### src/rtl/sifhPkg.sv
// shared types and default sizes for the SiFH peak finder
// pass and control state enums
`default_nettype none

package sifhPkg;

    // ****************************************
    // enums
    // ****************************************

    // histogram pass of the current sweep
    typedef enum logic {
        PASS_COARSE,
        PASS_FINE
    } passE;

    // sample control FSM states
    typedef enum logic [1:0] {
        ST_COLLECT,
        ST_DRAIN,
        ST_TURN
    } ctrlStateE;

    // ****************************************
    // default sizes
    // ****************************************
    localparam int NP_DEF      = 12;
    localparam int NB_DEF      = 5;
    localparam int PIXELS_DEF  = 4;
    localparam int SAMPLES_DEF = 2;
    localparam int ACQS_DEF    = 16;
    // holds ACQS x SAMPLES hits in one bin
    localparam int COUNT_W_DEF = 6;

endpackage

`default_nettype wire

### src/rtl/binIf.sv
// histogram update bus
// histogram builder to peak detector
`timescale 1ns/100ps
`default_nettype none

interface binIf #(
    parameter int PIX_W   = $clog2(sifhPkg::PIXELS_DEF),
    parameter int NB      = sifhPkg::NB_DEF,
    parameter int COUNT_W = sifhPkg::COUNT_W_DEF
);

    // one strobe per accepted sample
    logic               valid;
    logic [PIX_W-1:0]   pixel;
    logic [NB-1:0]      bin;
    // bin value after the increment
    logic [COUNT_W-1:0] count;

    modport src (
        output valid,
        output pixel,
        output bin,
        output count
    );

    modport dst (
        input valid,
        input pixel,
        input bin,
        input count
    );

endinterface

`default_nettype wire

### src/rtl/frameControl.sv
// frame control FSM
// sample, pixel and acquisition counters with pass turn strobes
`timescale 1ns/100ps
`default_nettype none

module frameControl #(
    parameter int PIXELS    = sifhPkg::PIXELS_DEF,
    parameter int SAMPLES   = sifhPkg::SAMPLES_DEF,
    parameter int ACQS      = sifhPkg::ACQS_DEF,
    localparam int PIX_W    = (PIXELS > 1) ? $clog2(PIXELS) : 1,
    localparam int SMP_W    = (SAMPLES > 1) ? $clog2(SAMPLES) : 1,
    localparam int ACQ_W    = (ACQS > 1) ? $clog2(ACQS) : 1
) (
    input  logic                 clk,
    input  logic                 combin_res,
    input  logic                 wrEn,
    output logic                 ready,
    output logic                 accept,
    output logic [PIX_W-1:0]     pixel,
    output sifhPkg::passE        pass,
    output logic                 passEnd,
    output logic                 clearStat
);

    sifhPkg::ctrlStateE state;
    logic [SMP_W-1:0]   sampleCnt;
    logic [ACQ_W-1:0]   acqCnt;
    logic [1:0]         drainCnt;
    logic               lastSample;
    logic               lastPixel;
    logic               lastAcq;

    // ****************************************
    // strobes and levels
    // ****************************************
    assign ready      = (state == sifhPkg::ST_COLLECT);
    assign accept     = wrEn & ready;
    // turn lasts one cycle
    assign passEnd    = (state == sifhPkg::ST_TURN);
    assign clearStat  = passEnd;

    assign lastSample = (sampleCnt == SMP_W'(SAMPLES - 1));
    assign lastPixel  = (pixel == PIX_W'(PIXELS - 1));
    assign lastAcq    = (acqCnt == ACQ_W'(ACQS - 1));

    // ****************************************
    // counters
    // ****************************************
    always_ff @(posedge clk or negedge combin_res) begin
        if (!combin_res) begin
            sampleCnt <= '0;
            pixel     <= '0;
            acqCnt    <= '0;
        end else if (accept) begin
            // nested wrap, all three back to zero after the last sample
            sampleCnt <= lastSample ? '0 : sampleCnt + 1'b1;
            if (lastSample) begin
                pixel <= lastPixel ? '0 : pixel + 1'b1;
                if (lastPixel) begin
                    acqCnt <= lastAcq ? '0 : acqCnt + 1'b1;
                end
            end
        end
    end

    // ****************************************
    // collect / drain / turn
    // ****************************************
    always_ff @(posedge clk or negedge combin_res) begin
        if (!combin_res) begin
            state    <= sifhPkg::ST_COLLECT;
            pass     <= sifhPkg::PASS_COARSE;
            drainCnt <= '0;
        end else begin
            case (state)
                sifhPkg::ST_COLLECT: begin
                    if (accept && lastSample && lastPixel && lastAcq) begin
                        state    <= sifhPkg::ST_DRAIN;
                        drainCnt <= '0;
                    end
                end
                sifhPkg::ST_DRAIN: begin
                    // three cycles to empty the filter, histogram and peak stages
                    drainCnt <= drainCnt + 1'b1;
                    if (drainCnt == 2'd2) begin
                        state <= sifhPkg::ST_TURN;
                    end
                end
                sifhPkg::ST_TURN: begin
                    state <= sifhPkg::ST_COLLECT;
                    pass  <= (pass == sifhPkg::PASS_COARSE) ? sifhPkg::PASS_FINE
                                                            : sifhPkg::PASS_COARSE;
                end
                default: begin
                    state <= sifhPkg::ST_COLLECT;
                end
            endcase
        end
    end

endmodule

`default_nettype wire

### src/rtl/dataFilter.sv
// data filter stage
// timestamp to bin address with fine window rejection
`timescale 1ns/100ps
`default_nettype none

module dataFilter #(
    parameter int NP        = sifhPkg::NP_DEF,
    parameter int NB        = sifhPkg::NB_DEF,
    parameter int PIXELS    = sifhPkg::PIXELS_DEF,
    localparam int PIX_W    = (PIXELS > 1) ? $clog2(PIXELS) : 1
) (
    input  logic             clk,
    input  logic             combin_res,
    input  logic             accept,
    input  logic [NP-1:0]    data,
    input  sifhPkg::passE    pass,
    input  logic [PIX_W-1:0] pixel,
    input  logic [NP-1:0]    winLo,
    output logic             valid,
    output logic [PIX_W-1:0] pixelOut,
    output logic [NB-1:0]    bin
);

    // offset into the window, one extra bit for the sign
    logic [NP:0]   offset;
    logic          inWin;
    logic [NB-1:0] binNext;

    assign offset  = {1'b0, data} - {1'b0, winLo};
    // no borrow and nothing above the window width
    assign inWin   = (offset[NP:NB] == '0);
    // coarse bin from the top bits
    assign binNext = (pass == sifhPkg::PASS_COARSE) ? data[NP-1 -: NB] : offset[NB-1:0];

    always_ff @(posedge clk or negedge combin_res) begin
        if (!combin_res) begin
            valid <= 1'b0;
        end else begin
            valid <= accept & ((pass == sifhPkg::PASS_COARSE) | inWin);
        end
    end

    // payload
    always_ff @(posedge clk) begin
        pixelOut <= pixel;
        bin      <= binNext;
    end

endmodule

`default_nettype wire

### src/rtl/histBuilder.sv
// histogram builder
// per-pixel bin counts with valid flags and read-increment-write
`timescale 1ns/100ps
`default_nettype none

module histBuilder #(
    parameter int NB        = sifhPkg::NB_DEF,
    parameter int PIXELS    = sifhPkg::PIXELS_DEF,
    parameter int COUNT_W   = sifhPkg::COUNT_W_DEF,
    localparam int PIX_W    = (PIXELS > 1) ? $clog2(PIXELS) : 1,
    localparam int BINS     = 2 ** NB
) (
    input  logic             clk,
    input  logic             combin_res,
    input  logic             valid,
    input  logic [PIX_W-1:0] pixel,
    input  logic [NB-1:0]    bin,
    input  logic             clearStat,
    binIf.src                upd
);

    logic [COUNT_W-1:0] counts [PIXELS][BINS];
    // flag low means the stored count is stale
    logic [BINS-1:0]    binUsed [PIXELS];
    logic [COUNT_W-1:0] curCount;
    logic [COUNT_W-1:0] nextCount;

    // combinational read so back-to-back hits see the last write
    assign curCount  = binUsed[pixel][bin] ? counts[pixel][bin] : '0;
    assign nextCount = curCount + 1'b1;

    always_ff @(posedge clk) begin
        if (valid) begin
            counts[pixel][bin] <= nextCount;
        end
    end

    // single-cycle clear of the whole histogram
    always_ff @(posedge clk or negedge combin_res) begin
        if (!combin_res) begin
            binUsed <= '{default: '0};
        end else if (clearStat) begin
            binUsed <= '{default: '0};
        end else if (valid) begin
            binUsed[pixel][bin] <= 1'b1;
        end
    end

    // ****************************************
    // update to the peak detector
    // ****************************************
    always_ff @(posedge clk or negedge combin_res) begin
        if (!combin_res) begin
            upd.valid <= 1'b0;
        end else begin
            upd.valid <= valid;
        end
    end

    always_ff @(posedge clk) begin
        upd.pixel <= pixel;
        upd.bin   <= bin;
        upd.count <= nextCount;
    end

endmodule

`default_nettype wire

### src/rtl/peakDetector.sv
// peak detector
// running per-pixel maximum count and its bin
`timescale 1ns/100ps
`default_nettype none

module peakDetector #(
    parameter int NB        = sifhPkg::NB_DEF,
    parameter int PIXELS    = sifhPkg::PIXELS_DEF,
    parameter int COUNT_W   = sifhPkg::COUNT_W_DEF
) (
    input  logic                 clk,
    input  logic                 combin_res,
    binIf.dst                    upd,
    input  logic                 clearStat,
    output logic [PIXELS*NB-1:0] peakBins
);

    logic [COUNT_W-1:0] maxCount [PIXELS];
    logic [NB-1:0]      maxBin [PIXELS];
    logic               isHigher;

    // strictly greater, first bin to reach a count keeps it
    assign isHigher = (upd.count > maxCount[upd.pixel]);

    always_ff @(posedge clk or negedge combin_res) begin
        if (!combin_res) begin
            maxCount <= '{default: '0};
            maxBin   <= '{default: '0};
        end else if (clearStat) begin
            // untouched pixel reports bin 0
            maxCount <= '{default: '0};
            maxBin   <= '{default: '0};
        end else if (upd.valid && isHigher) begin
            maxCount[upd.pixel] <= upd.count;
            maxBin[upd.pixel]   <= upd.bin;
        end
    end

    // ****************************************
    // pack peaks, pixel 0 in the low bits
    // ****************************************
    for (genvar p = 0; p < PIXELS; p++) begin : gPack
        assign peakBins[p*NB +: NB] = maxBin[p];
    end

endmodule

`default_nettype wire

### src/rtl/windowCalc.sv
// window calculation
// fine window edges from coarse peaks and final result assembly
`timescale 1ns/100ps
`default_nettype none

module windowCalc #(
    parameter int NP        = sifhPkg::NP_DEF,
    parameter int NB        = sifhPkg::NB_DEF,
    parameter int PIXELS    = sifhPkg::PIXELS_DEF,
    localparam int PIX_W    = (PIXELS > 1) ? $clog2(PIXELS) : 1
) (
    input  logic                 clk,
    input  logic                 combin_res,
    input  sifhPkg::passE        pass,
    input  logic                 passEnd,
    input  logic [PIXELS*NB-1:0] peakBins,
    input  logic [PIX_W-1:0]     pixel,
    output logic [NP-1:0]        winLo,
    output logic [PIXELS*NP-1:0] result,
    output logic                 resultValid
);

    // half a coarse bin, half a window, and the highest legal low edge
    localparam logic [NP:0] HALF_C = {{NP{1'b0}}, 1'b1} << (NP - NB - 1);
    localparam logic [NP:0] HALF_W = {{NP{1'b0}}, 1'b1} << (NB - 1);
    localparam logic [NP:0] LO_MAX = {1'b0, {NP{1'b1}}} - ({{NP{1'b0}}, 1'b1} << NB) + 1'b1;

    logic [NP-1:0] winLoArr [PIXELS];

    // coarse bin centre minus half a window, clamped into range
    function automatic logic [NP-1:0] calcLo(input logic [NB-1:0] coarse);
        logic [NP:0] centre;
        logic [NP:0] lo;
        centre = {1'b0, coarse, {(NP - NB){1'b0}}} + HALF_C;
        if (centre < HALF_W) begin
            lo = '0;
        end else begin
            lo = centre - HALF_W;
        end
        if (lo > LO_MAX) begin
            lo = LO_MAX;
        end
        return lo[NP-1:0];
    endfunction

    assign winLo = winLoArr[pixel];

    always_ff @(posedge clk or negedge combin_res) begin
        if (!combin_res) begin
            winLoArr    <= '{default: '0};
            result      <= '0;
            resultValid <= 1'b0;
        end else begin
            resultValid <= passEnd & (pass == sifhPkg::PASS_FINE);
            for (int p = 0; p < PIXELS; p++) begin
                if (passEnd && pass == sifhPkg::PASS_COARSE) begin
                    winLoArr[p] <= calcLo(peakBins[p*NB +: NB]);
                end
                // low edge plus fine peak offset
                if (passEnd && pass == sifhPkg::PASS_FINE) begin
                    result[p*NP +: NP] <= winLoArr[p]
                                        + {{(NP - NB){1'b0}}, peakBins[p*NB +: NB]};
                end
            end
        end
    end

endmodule

`default_nettype wire

### src/rtl/sifhTop.sv
// SiFH peak finder top level
// frame control and the filter, histogram, peak and window datapath
`timescale 1ns/100ps
`default_nettype none

module sifhTop #(
    parameter int NP        = sifhPkg::NP_DEF,
    parameter int NB        = sifhPkg::NB_DEF,
    parameter int PIXELS    = sifhPkg::PIXELS_DEF,
    parameter int SAMPLES   = sifhPkg::SAMPLES_DEF,
    parameter int ACQS      = sifhPkg::ACQS_DEF,
    parameter int COUNT_W   = sifhPkg::COUNT_W_DEF,
    localparam int PIX_W    = (PIXELS > 1) ? $clog2(PIXELS) : 1
) (
    input  logic                 clk,
    input  logic                 combin_res,
    input  logic                 wrEn,
    input  logic [NP-1:0]        data,
    output logic                 ready,
    output logic [PIXELS*NP-1:0] result,
    output logic                 resultValid
);

    // control
    logic               accept;
    logic [PIX_W-1:0]   pixel;
    sifhPkg::passE      pass;
    logic               passEnd;
    logic               clearStat;
    // filter output
    logic               fltValid;
    logic [PIX_W-1:0]   fltPixel;
    logic [NB-1:0]      fltBin;
    // window feedback
    logic [PIXELS*NB-1:0] peakBins;
    logic [NP-1:0]        winLo;

    binIf #(.PIX_W(PIX_W), .NB(NB), .COUNT_W(COUNT_W)) upd ();

    // ****************************************
    // control
    // ****************************************
    frameControl #(.PIXELS(PIXELS), .SAMPLES(SAMPLES), .ACQS(ACQS)) frameControl_inst (
        .clk        (clk),
        .combin_res (combin_res),
        .wrEn       (wrEn),
        .ready      (ready),
        .accept     (accept),
        .pixel      (pixel),
        .pass       (pass),
        .passEnd    (passEnd),
        .clearStat  (clearStat)
    );

    // ****************************************
    // datapath
    // ****************************************
    dataFilter #(.NP(NP), .NB(NB), .PIXELS(PIXELS)) dataFilter_inst (
        .clk        (clk),
        .combin_res (combin_res),
        .accept     (accept),
        .data       (data),
        .pass       (pass),
        .pixel      (pixel),
        .winLo      (winLo),
        .valid      (fltValid),
        .pixelOut   (fltPixel),
        .bin        (fltBin)
    );

    histBuilder #(.NB(NB), .PIXELS(PIXELS), .COUNT_W(COUNT_W)) histBuilder_inst (
        .clk        (clk),
        .combin_res (combin_res),
        .valid      (fltValid),
        .pixel      (fltPixel),
        .bin        (fltBin),
        .clearStat  (clearStat),
        .upd        (upd.src)
    );

    peakDetector #(.NB(NB), .PIXELS(PIXELS), .COUNT_W(COUNT_W)) peakDetector_inst (
        .clk        (clk),
        .combin_res (combin_res),
        .upd        (upd.dst),
        .clearStat  (clearStat),
        .peakBins   (peakBins)
    );

    windowCalc #(.NP(NP), .NB(NB), .PIXELS(PIXELS)) windowCalc_inst (
        .clk         (clk),
        .combin_res  (combin_res),
        .pass        (pass),
        .passEnd     (passEnd),
        .peakBins    (peakBins),
        .pixel       (pixel),
        .winLo       (winLo),
        .result      (result),
        .resultValid (resultValid)
    );

endmodule

`default_nettype wire

### config.mk
export PLATFORM = sky130hd
export DESIGN_NAME = sifhTop
export DESIGN_NICKNAME = d
export VERILOG_FILES = /design/src/rtl/sifhPkg.sv /design/src/rtl/binIf.sv /design/src/rtl/frameControl.sv /design/src/rtl/dataFilter.sv /design/src/rtl/histBuilder.sv /design/src/rtl/peakDetector.sv /design/src/rtl/windowCalc.sv /design/src/rtl/sifhTop.sv
export SDC_FILE = /design/constraint.sdc
export NUM_CORES = 1
export LEC_CHECK = 0
export BUFFER_PORTS_ARGS = -buffer_cell sky130_fd_sc_hd__buf_2
export CAP_MARGIN = 20
export CORE_ASPECT_RATIO = 0.7
export CORE_MARGIN = 2
export CORE_UTILIZATION = 55
export DETAILED_ROUTE_END_ITERATION = 8
export PLACE_DENSITY = 0.78
export SETUP_SLACK_MARGIN = 0.4
export SLEW_MARGIN = 20
export SYNTH_ARGS = -nofsm -noshare
export SYNTH_HDL_FRONTEND = slang
export SYNTH_HIERARCHICAL = 1
export SYNTH_SLANG_ARGS = --single-unit
### constraint.sdc
create_clock -name clk -period 10.83 [get_ports clk]
set_input_delay 2.166 -clock clk [delete_from_list [all_inputs] [get_ports clk]]
set_output_delay 2.166 -clock clk [all_outputs]
set_load 0.005 [all_outputs]
# After elaboration in Yosys (flattened, before gate mapping)
# Memories as Yosys holds them, arrays and structs flattened. A register that Yosys moved wholly into a read port is not among the register bits.
# Index checks and enable logic that the tools add are counted.
[op_classes]
add_sub_neg = 18
magnitude_cmp = 18
eq_ne = 7
muxes = 57
bitwise = 10
n_reduce_logical = 19
[op_table]
columns = ["operator", "count"]
rows = [
  ["128-bit two-way mux", 2],
  ["192-bit two-way mux", 1],
  ["128-bit bitwise OR", 1],
  ["13-bit two-way mux", 8],
  ["32-bit two-way mux", 3],
  ["12-bit two-way mux", 6],
  ["32-bit binary-select mux with 2-bit select", 1],
  ["32-bit demux with 2-bit select", 1],
  ["12-bit by 7-bit adder with 13-bit output, second input constant", 4],
  ["13-bit by 12-bit > comparator with 1-bit output, second input constant", 4],
  ["13-bit by 5-bit less-than comparator with 1-bit output, second input constant", 4],
  ["13-bit by 5-bit subtractor with 13-bit output, second input constant", 4],
  ["12-bit by 5-bit adder with 12-bit output", 4],
  ["24-bit two-way mux", 2],
  ["6-bit two-way mux", 7],
  ["20-bit two-way mux", 2],
  ["6-bit binary-select mux with 5-bit select", 1],
  ["6-bit demux with 5-bit select", 1],
  ["12-bit binary-select mux with 2-bit select", 1],
  ["24-bit bitwise mux", 1],
  ["20-bit bitwise mux", 1],
  ["12-bit by 12-bit subtractor with 13-bit output", 1],
  ["6-bit binary-select mux with 2-bit select", 1],
  ["6-bit demux with 2-bit select", 1],
  ["other kinds (35)", 67],
]
[word_totals]
register_bits = 303
mem_bits_rw = 768
input_bits = 15
output_inout_bits = 50
elab_cells = 161
n_memories = 1
[mem_list]
columns = ["name", "words", "width", "read_ports", "rd_clocked_by_memory_dff", "wr", "line", "rtl"]
rows = [
  ["histBuilder_inst.counts", 4, 192, 1, 1, 1, "histBuilder.sv:22", "logic [COUNT_W-1:0] counts [PIXELS][BINS];"],
]

# Logic depth before layout (Yosys ltp)
# Gate-level depths: netlist of the first run.
[depth]
word_depth = 9
mapped_depth = 16

# Cells and area by module
# Netlist of the first run, hierarchy kept.
[by_module_without_submodules]
columns = ["module", "instances", "cells_per_inst", "area_per_inst_um2"]
rows = [
  ["histBuilder", 1, 2010, 36352.4],
  ["windowCalc", 1, 179, 2885.3],
  ["peakDetector", 1, 195, 2394.8],
  ["dataFilter", 1, 108, 889.6],
  ["frameControl", 1, 57, 628.1],
]

# Worst setup path before layout of the first run
# Ideal clock, no wire load.
[synth_timing]
path_type = "register to register"
from = "register dataFilter_inst.pixelOut[0]"
to = "memory histBuilder_inst/counts[0][100] (netlist bit), data pin"
setup_time_ps = 934
arrival_time_ps = 7419
required_time_ps = 9896
slack_ps = 2477
stages_incl_launch_ff = 16
n_path_buf = 4
period_less_slack_ps = 8353
path_cell_list = "dfxtp_1 buf_6 buf_6 buf_6 buf_6 mux4_2 nand3_1 nand4_1 a311oi_1 nand4_1 nor2_1 or2_2 inv_1 ha_1 nor4bb_1 xnor2_1"
[synth_via]
elab_chain_cells = 8
[synth_rtl]
columns = ["item", "line", "rtl"]
rows = [
  ["from (decl)", "dataFilter.sv:20", "output logic [PIX_W-1:0] pixelOut,"],
  ["from (signal assigned)", "dataFilter.sv:45", "pixelOut <= pixel;"],
  ["2-bit inverter with 3-bit output (not written as such)", "histBuilder.sv:29", "assign curCount = binUsed[pixel][bin] ? counts[pixel][bin] : '0;"],
  ["32-bit binary-select mux with 2-bit select", "histBuilder.sv:29", ""],
  ["32-bit two-way mux (not written as such) (2 in series)", "histBuilder.sv:29", ""],
  ["1-bit binary-select mux with 5-bit select", "histBuilder.sv:29", ""],
  ["1-bit two-way mux (not written as such)", "histBuilder.sv:29", ""],
  ["6-bit two-way mux", "histBuilder.sv:29", ""],
  ["6-bit by 1-bit adder with 6-bit output", "histBuilder.sv:30", "assign nextCount = curCount + 1'b1;"],
  ["via histBuilder_inst.nextCount[4]", "histBuilder.sv:26", "logic [COUNT_W-1:0] nextCount;"],
  ["to (decl)", "histBuilder.sv:22", ""],
]
# The timed path passes the listed nets, and every way through them passes these cells. The select of a mux whose other input is x is not followed.

# Worst setup path in the final report of the first run
[layout_timing]
from = "register dataFilter_inst.pixelOut[0]"
to = "memory histBuilder_inst/counts[0][112] (netlist bit), data pin"
# Same word-level chain as after synthesis.

==> metrics.yaml, run 1 <==
worst_hold_path:
  hold_depth: 2
  min-delay-path-class: "reg2reg"
floorplanning:
  top_level_i_o_count: 65
  die_x_um: 339
  dieHeight_um: 238
  dieArea_mm2: 0.0807
  initial_core_util_pct: 55.8
  fp.coreArea_mm2: 0.0773
  row_count: 85
grt:
  grt_usage_pct: 26.8
  globalRouteOverflowTotal: 0
  number_of_antenna_violations_at_the_first_check_in_global_routing: 3
  grt_start_max_net_pins: 132
  via_count_of_the_first_global_routing_pass: 24400
  global_route_wire_length_before_repair_um: 160000
clock_tree:
  path_clk_slew_ns: 0.07
  cts_hold_repair.buffers: 0
  cts.sinks: 1044
  insertion_delay_ns: 0.66
  cts_tree: "done"
  postCtsSetupRepairBufs: 0
  cts_inserted_buffers: 91
  postCtsResizedCells: 0
  cts_max_level: 3
  clock-root-buffer: "sky130_fd_sc_hd__clkbuf_16"
  cts_max_path_buffers: 3
layout:
  areaGrowthSynthToFinish_pct: 9.88
  area_occupied_by_multi_input_gates_mm2: 0.0122
  design_area_mm2: 0.0474
  layout.filler_cells: 5293
  seqCellArea_mm2: 0.0299
  finalNetCount: 2652
  final_layout_size_suffix_gt1_share_pct: 20.6
detailed_routing:
  ant_nets: 0
  first_iter_violations: 3421
  route.final.wire_length_um: 107000
  first_pass_iters: 7
  vias: 24300
  avgRoutedWirePerCell_um: 28.8
  drc: 0
  routed_via_density: 6.53
timing:
  timing.final.setup_violations: 0
  timing_worst_slew_pin_value_ns: 1.10
  finClkSkew_ns: 0.0287
  slew-limit-headroom_pct: 26.9
  totalNegativeSetupSlack_ns: 0
  grt_setup_unrepaired: "no"
  clock.fmax_mhz: 183
  finalCritPeriodShare_pct: 50.6
  min_period_ns: 5.48
  slew_violations: 0
  hold_viol_final: 0
setup_path:
  slowest_delay_ns: 0.77
  cp_data_required_time_ns: 11.15
  worst_reg2reg_path_depth: 13
  crit_slowest_cell: "sky130_fd_sc_hd__dfxtp_4"
  timing.critical_path.from_type: "register"
  setup.worst_path.class: "reg2reg"
  worstPathMaxFanout: 80
  end_kind: "register"
  arrival_ns: 5.80
  path_common_cell: "sky130_fd_sc_hd__buf_4"
  critical_path.cell_chain: "buf_4 > mux4_2 > and3_1 > a21oi_1 > and4_1 > nand4_1 > nor2_1 > or2_4 > inv_1 > ha_4 > nor4bb_1 > xnor2_2 > buf_4"
power_and_ir_drop:
  power_per_cell_area_mw_per_mm2: 219
  vdd_ir_drop_max_mv: 0.140
  leakage_nw: 17.7
placement:
  placement.cell_area_mm2: 0.0443
  gp_congestion: 0.900
  hpwlAfterDp_um: 66300
  port-buffer-count: 64
logic_synthesis:
  synthesis.instances: 2549
  synth-warning-count: 6
  synth_enable_flop_cells: 768
  post_synth_most_frequent_cells: "sky130_fd_sc_hd__edfxtp_1, sky130_fd_sc_hd__nor2_1, sky130_fd_sc_hd__dfrtp_1, sky130_fd_sc_hd__mux4_2, sky130_fd_sc_hd__mux2i_1"
  seq_area_frac_synth_pct: 69.2
  synth_area_mm2: 0.0432
  postSynthRegisterBits: 1044
  main_area_contributors_after_synthesis: "sky130_fd_sc_hd__edfxtp_1, sky130_fd_sc_hd__dfrtp_1, sky130_fd_sc_hd__mux4_2, sky130_fd_sc_hd__nor2_1, sky130_fd_sc_hd__mux4_1"
  synth_top_area_share_pct: 53.4
  yosys.cell_count.top_type: "sky130_fd_sc_hd__edfxtp_1"
  synth.lib_cells_used.distinct: 96
  post_synth.cell_area_avg_um2: 16.9
  synth-main-ff-cell: "sky130_fd_sc_hd__edfxtp_1"
  synth_largest_area_cell: "sky130_fd_sc_hd__edfxtp_1"
  synth_async_sr_flop_share_pct: 24.5
run_status:
  run_status: "finished, final reports clean"
run:
  max_cap_violations: 0
[where the power goes]
group	internal [W]	switching, W
registers	0.00461	0.000138
clock network	0.00195	0.00144
logic	0.000894	0.00135
[layout make-up]
class | instances | share of cell area (%)
multi-input cells | 1319 | 25.8
inverters | 40 | 0.317
well taps | 1044 | 2.76
repair buffers | 110 | 1.58
flip-flops and latches | 1044 | 63.0
diodes | 1 | 0.00528
clock inverters | 53 | 1.34
clock buffers | 115 | 5.21
[cell usage in the layout, fill, tap and decap left out, types with 7 or more instances in the layout]
master and count:
sky130_fd_sc_hd__a21o_1 8, sky130_fd_sc_hd__a21oi_1 28, sky130_fd_sc_hd__a22o_1 8, sky130_fd_sc_hd__a22oi_1 35
sky130_fd_sc_hd__and2_1 10, sky130_fd_sc_hd__and3_1 17, sky130_fd_sc_hd__buf_2 63, sky130_fd_sc_hd__buf_4 38
sky130_fd_sc_hd__bufinv_16 14, sky130_fd_sc_hd__clkbuf_1 17, sky130_fd_sc_hd__clkbuf_16 94, sky130_fd_sc_hd__clkinv_1 14
sky130_fd_sc_hd__clkinv_2 16, sky130_fd_sc_hd__clkinvlp_4 7, sky130_fd_sc_hd__dfrtp_1 256, sky130_fd_sc_hd__dfxtp_1 16
sky130_fd_sc_hd__edfxtp_1 768, sky130_fd_sc_hd__ha_1 29, sky130_fd_sc_hd__inv_1 37, sky130_fd_sc_hd__mux2_2 77
sky130_fd_sc_hd__mux2i_1 113, sky130_fd_sc_hd__mux4_1 46, sky130_fd_sc_hd__mux4_2 171, sky130_fd_sc_hd__nand2_1 88
sky130_fd_sc_hd__nand2b_1 61, sky130_fd_sc_hd__nand3_1 44, sky130_fd_sc_hd__nand4_1 15, sky130_fd_sc_hd__nor2_1 386
sky130_fd_sc_hd__nor3_1 12, sky130_fd_sc_hd__o21ai_0 11, sky130_fd_sc_hd__o21ba_2 9
[registers in the layout (all words and copies together), names as in the netlist, 4 cells and up]
register	cells
dataFilter_inst/bin	5
frameControl_inst/acqCnt	4
histBuilder_inst/counts	768
peakDetector_inst/peakBins	20
windowCalc_inst/result	48
peakDetector_inst/maxCount	24
windowCalc_inst/winLoArr	21
histBuilder_inst/upd.count	6
histBuilder_inst/binUsed	128
histBuilder_inst/upd.bin	5
[path summary, 6_finish.rpt]
check	start	to	slack [ns]
setup / recovery	dataFilter_inst/pixelOut[0]	histBuilder_inst/counts[0][112]	5.35
hold / removal	histBuilder_inst/binUsed[39]	histBuilder_inst/binUsed[39]	0.50
setup reg to reg	dataFilter_inst/pixelOut[0]	histBuilder_inst/counts[0][112]	5.35
hold reg to reg	histBuilder_inst/binUsed[39]	histBuilder_inst/binUsed[39]	0.50
max in group asynchronous	combin_res	histBuilder_inst/binUsed[53]	7.42
min in group asynchronous	combin_res	peakDetector_inst/maxCount[22]	1.41
[critical path, delay by kind of cell (launching register included)]
| kind | cells | cell delay (ns) |
|---|---|---|
| and+or+nand+nor | 6 | 1.55 |
| buffers and inverters | 3 | 1.45 |
| DFF | 1 | 0.77 |
| muxes | 1 | 0.58 |
| AOI/OAI and AO/OA | 1 | 0.29 |
| xor gates and xnor gates | 1 | 0.18 |
| adders and majority gates | 1 | 0.16 |
[through the flow]
step	total power [W]	cells	worst slack, ns	hold WS [ns]	util [%]
finish	0.0104	3726	5.35	0.497	61.3
global route	0.0107	3725	5.15	0.517	61.3
CTS	0.0104	3724	5.30	0.499	61.3
detailed placement	0.00703	3556	5.32	0.485	57.2
global placement	0.00696	3554	5.46	0.472	57.2
floorplan	0.00642	2553	2.48	0.329	-
[metal layers]
layer	up-vias	wire length (µm)	part of all wire, %	GRT usage (%)
met1	12600	43200	40	40.4
met5	-	28	0.026	0
li1	9895	-	-	-
met3	246	13500	13	6.84
met4	4	2920	2.7	7.62
met2	1586	47600	44	39.2
[logic make-up after synthesis]
group | Yosys count | share of synthesized area (%)
compound gates | 165 | 2.99
xor+xnor | 12 | 0.244
fa+ha+maj | 31 | 0.916
buf+inv | 190 | 2.72
flops | 1044 | 69.2
mux | 411 | 16.5
other cells | 1 | 0.00869
simple gates | 695 | 7.43
No activity file was read; power rests on OpenSTA's default activity.
==> run 2, diff against run 1 <==
- PLACE_DENSITY: 0.78 -> 0.81
- clock period: 10.83 -> 4.85 ns (I/O delays scaled with it)
==> metrics.yaml, run 2 (synthesis results as in run 1) <==
setup_path:
  arrival_ns: 4.90
  timing.critical_path.from_type: "register"
  kind_of_cell_adding_the_most_delay_to_the_critical_path: "simple AND/OR/NAND/NOR gates"
  cp_data_required_time_ns: 5.31
  setup.worst_path.class: "reg2reg"
  crit_slowest_cell: "sky130_fd_sc_hd__dfxtp_2"
  r2r_end: "histBuilder_inst/counts[1][46]"
  critical_path.cell_chain: "buf_4 > nand2_1 > nor3_1 > a22oi_1 > and4_1 > nand4_1 > buf_4 > nor2_4 > or2_4 > inv_2 > ha_4 > nor4bb_1 > buf_4 > xnor2_4 > bufbuf_16"
  path_common_cell: "sky130_fd_sc_hd__buf_4"
  slowest_delay_ns: 0.70
  cp_num_buf_inv: 5
  worst_r2r_startpoint: "dataFilter_inst/bin[2]"
  worstPathMaxFanout: 64
  reg2reg_slack_ns: 0.41
  startpoint: "dataFilter_inst/bin[2]"
  end_kind: "register"
  worst_reg2reg_path_depth: 15
detailed_routing:
  avgRoutedWirePerCell_um: 29.7
  vias: 25100
  route.final.wire_length_um: 113000
  routed_via_density: 6.60
  ant_nets: 0
  first_pass_iters: 6
  first_iter_violations: 4074
  drc: 0
clock_tree:
  cts_max_level: 3
  cts.sinks: 1044
  cts_tree: "done"
  cts_inserted_buffers: 92
  cts_max_path_buffers: 3
  insertion_delay_ns: 0.68
  clock-root-buffer: "sky130_fd_sc_hd__clkbuf_16"
  path_clk_slew_ns: 0.07
timing:
  slew_violations: 0
  finClkSkew_ns: 0.0265
  timing.final.setup_violations: 0
  min_period_ns: 4.44
  timing_worst_slew_pin_value_ns: 1.12
  hold_viol_final: 0
  slew-limit-headroom_pct: 25.6
  clock.fmax_mhz: 225
  totalNegativeSetupSlack_ns: 0
  holdWs_ns: 0.390
  grt_setup_unrepaired: "no"
  finalCritPeriodShare_pct: 91.6
grt:
  grt_start_max_net_pins: 121
  gr-usage-met1_pct: 41.7
  via_count_of_the_first_global_routing_pass: 25000
  globalRouteOverflowTotal: 0
  gr-usage-met3_pct: 8.72
  number_of_antenna_violations_at_the_first_check_in_global_routing: 4
  grt_usage_pct: 28.3
  grt_use_met2_pct: 41.3
  grt.busiest_layer: "met1"
  global_route_wire_length_before_repair_um: 168000
placement:
  hpwlAfterDp_um: 71700
  gp_congestion: 0.911
  placement.cell_area_mm2: 0.0450
  place_inst: 3624
  port-buffer-count: 64
layout:
  max_flop_register: "histBuilder_inst/counts"
  finalNetCount: 2727
  finish.cell_count_without_fillers: 3808
  final_layout_size_suffix_gt1_share_pct: 23.4
  areaGrowthSynthToFinish_pct: 12.1
  commonest_non_fill_non_tap_cell_in_the_layout: "sky130_fd_sc_hd__edfxtp_1"
  largest_reg_flops: 768
  reg_top3: "histBuilder_inst/counts (768), histBuilder_inst/binUsed (128), windowCalc_inst/result (48)"
  layout.filler_cells: 5201
  design_area_mm2: 0.0484
  final_cell_mix: "sky130_fd_sc_hd__edfxtp_1, sky130_fd_sc_hd__nor2_1, sky130_fd_sc_hd__dfrtp_1"
floorplanning:
  fp.coreArea_mm2: 0.0773
  dieHeight_um: 238
  initial_core_util_pct: 55.8
  dieArea_mm2: 0.0807
  row_count: 85
  die_x_um: 339
  top_level_i_o_count: 65
run:
  max_cap_violations: 0
power_and_ir_drop:
  seq_power_share_pct: 44.0
  power_per_cell_area_mw_per_mm2: 497
  sw_frac_of_total_pct: 28.9
  vdd_ir_drop_max_mv: 0.604
  power_switching_w: 0.00696
  leakage_nw: 18.2
  power_frac_clock_pct: 32.0
  report.power.total_w: 0.0240
  power_frac_comb_pct: 24.0
  internal-power_w: 0.0171
worst_hold_path:
  min-delay-path-class: "in2async"
run_status:
  run_status: "finished, final reports clean"
## run 2: cell types whose count changed in the layout (fill, tap and decap cells not counted), moves of 3 or more
cell and change:
sky130_fd_sc_hd__buf_12 +17, sky130_fd_sc_hd__dfxtp_1 -3, sky130_fd_sc_hd__buf_4 +56, sky130_fd_sc_hd__clkinv_2 +9, sky130_fd_sc_hd__clkbuf_1 -3, sky130_fd_sc_hd__clkbuf_8 +3, sky130_fd_sc_hd__clkinv_8 +3
## run 2: worst max path at each step
stage               cells after the start  slack, ns                               to
finish                                 15       0.41   histBuilder_inst/counts[1][46]
global route                           15       0.39   histBuilder_inst/counts[1][46]
CTS                                    15       0.41   histBuilder_inst/counts[2][46]
detailed placement                     11       0.03  histBuilder_inst/counts[3][102]
global placement                       15       0.08  histBuilder_inst/counts[0][106]
floorplan                              15      -0.16  histBuilder_inst/counts[0][100]
## run 2: area by class of cell
class | instances | area, µm² | area share (%)
Timing Repair Buffer | 184 | 1560 | 3.23
Tap cell | 1044 | 1310 | 2.70
Sequential cell | 1044 | 29900 | 61.8
Clock buffer | 113 | 2450 | 5.07
Inverter | 40 | 156 | 0.323
Clock inverter | 61 | 723 | 1.50
Antenna cell | 3 | 7.51 | 0.0155
Multi-Input combinational cell | 1319 | 12300 | 25.4
## run 2: power groups by stage
stage          clock [W]  sequential [W]  combinational [W]
2_1_floorplan          0          0.0105            0.00379
4_1_cts          0.00776          0.0106            0.00557
3_5_place_dp           0          0.0108            0.00541
6_report         0.00769          0.0106            0.00578
5_1_grt          0.00810          0.0106            0.00599
3_3_place_gp           0          0.0108            0.00525
## run 2: what timing repair did
action | 4_1_cts | 5_1_grt
gates cloned | 1 | 0
gates resized for setup | 8 | 8
setup buffers | 1 | 5
endpoints found under the setup margin | 527 | 470
pin swaps | 0 | 1
hold buffers | 0 | 0
## run 2: worst reg2reg max path, delay by kind of cell (launching register included)
| kind | cells | cell delay (ns) |
|---|---|---|
| compound gates | 1 | 0.21 |
| xor+xnor | 1 | 0.14 |
| simple gates | 7 | 1.78 |
| flops | 1 | 0.70 |
| buf+inv | 5 | 1.24 |
| fa+ha+maj | 1 | 0.15 |
## run 2: layer usage
| metal | vias up | wire length, µm | share of wire [%] |
|---|---|---|---|
| li1 | 10100 | - | - |
| met1 | 12900 | 43600 | 39 |
| met2 | 1876 | 50200 | 44 |
| met4 | 4 | 3320 | 2.9 |
| met3 | 273 | 15900 | 14 |
| met5 | - | 22 | 0.019 |
## run 2: per-stage QoR
| step | setup slack [ns] | utilization (%) |
|---|---|---|
| floorplan | -0.156 | - |
| global placement | 0.0752 | 58.2 |
| detailed placement | 0.0328 | 58.2 |
| CTS | 0.405 | 62.4 |
| global route | 0.385 | 62.5 |
| finish | 0.405 | 62.6 |
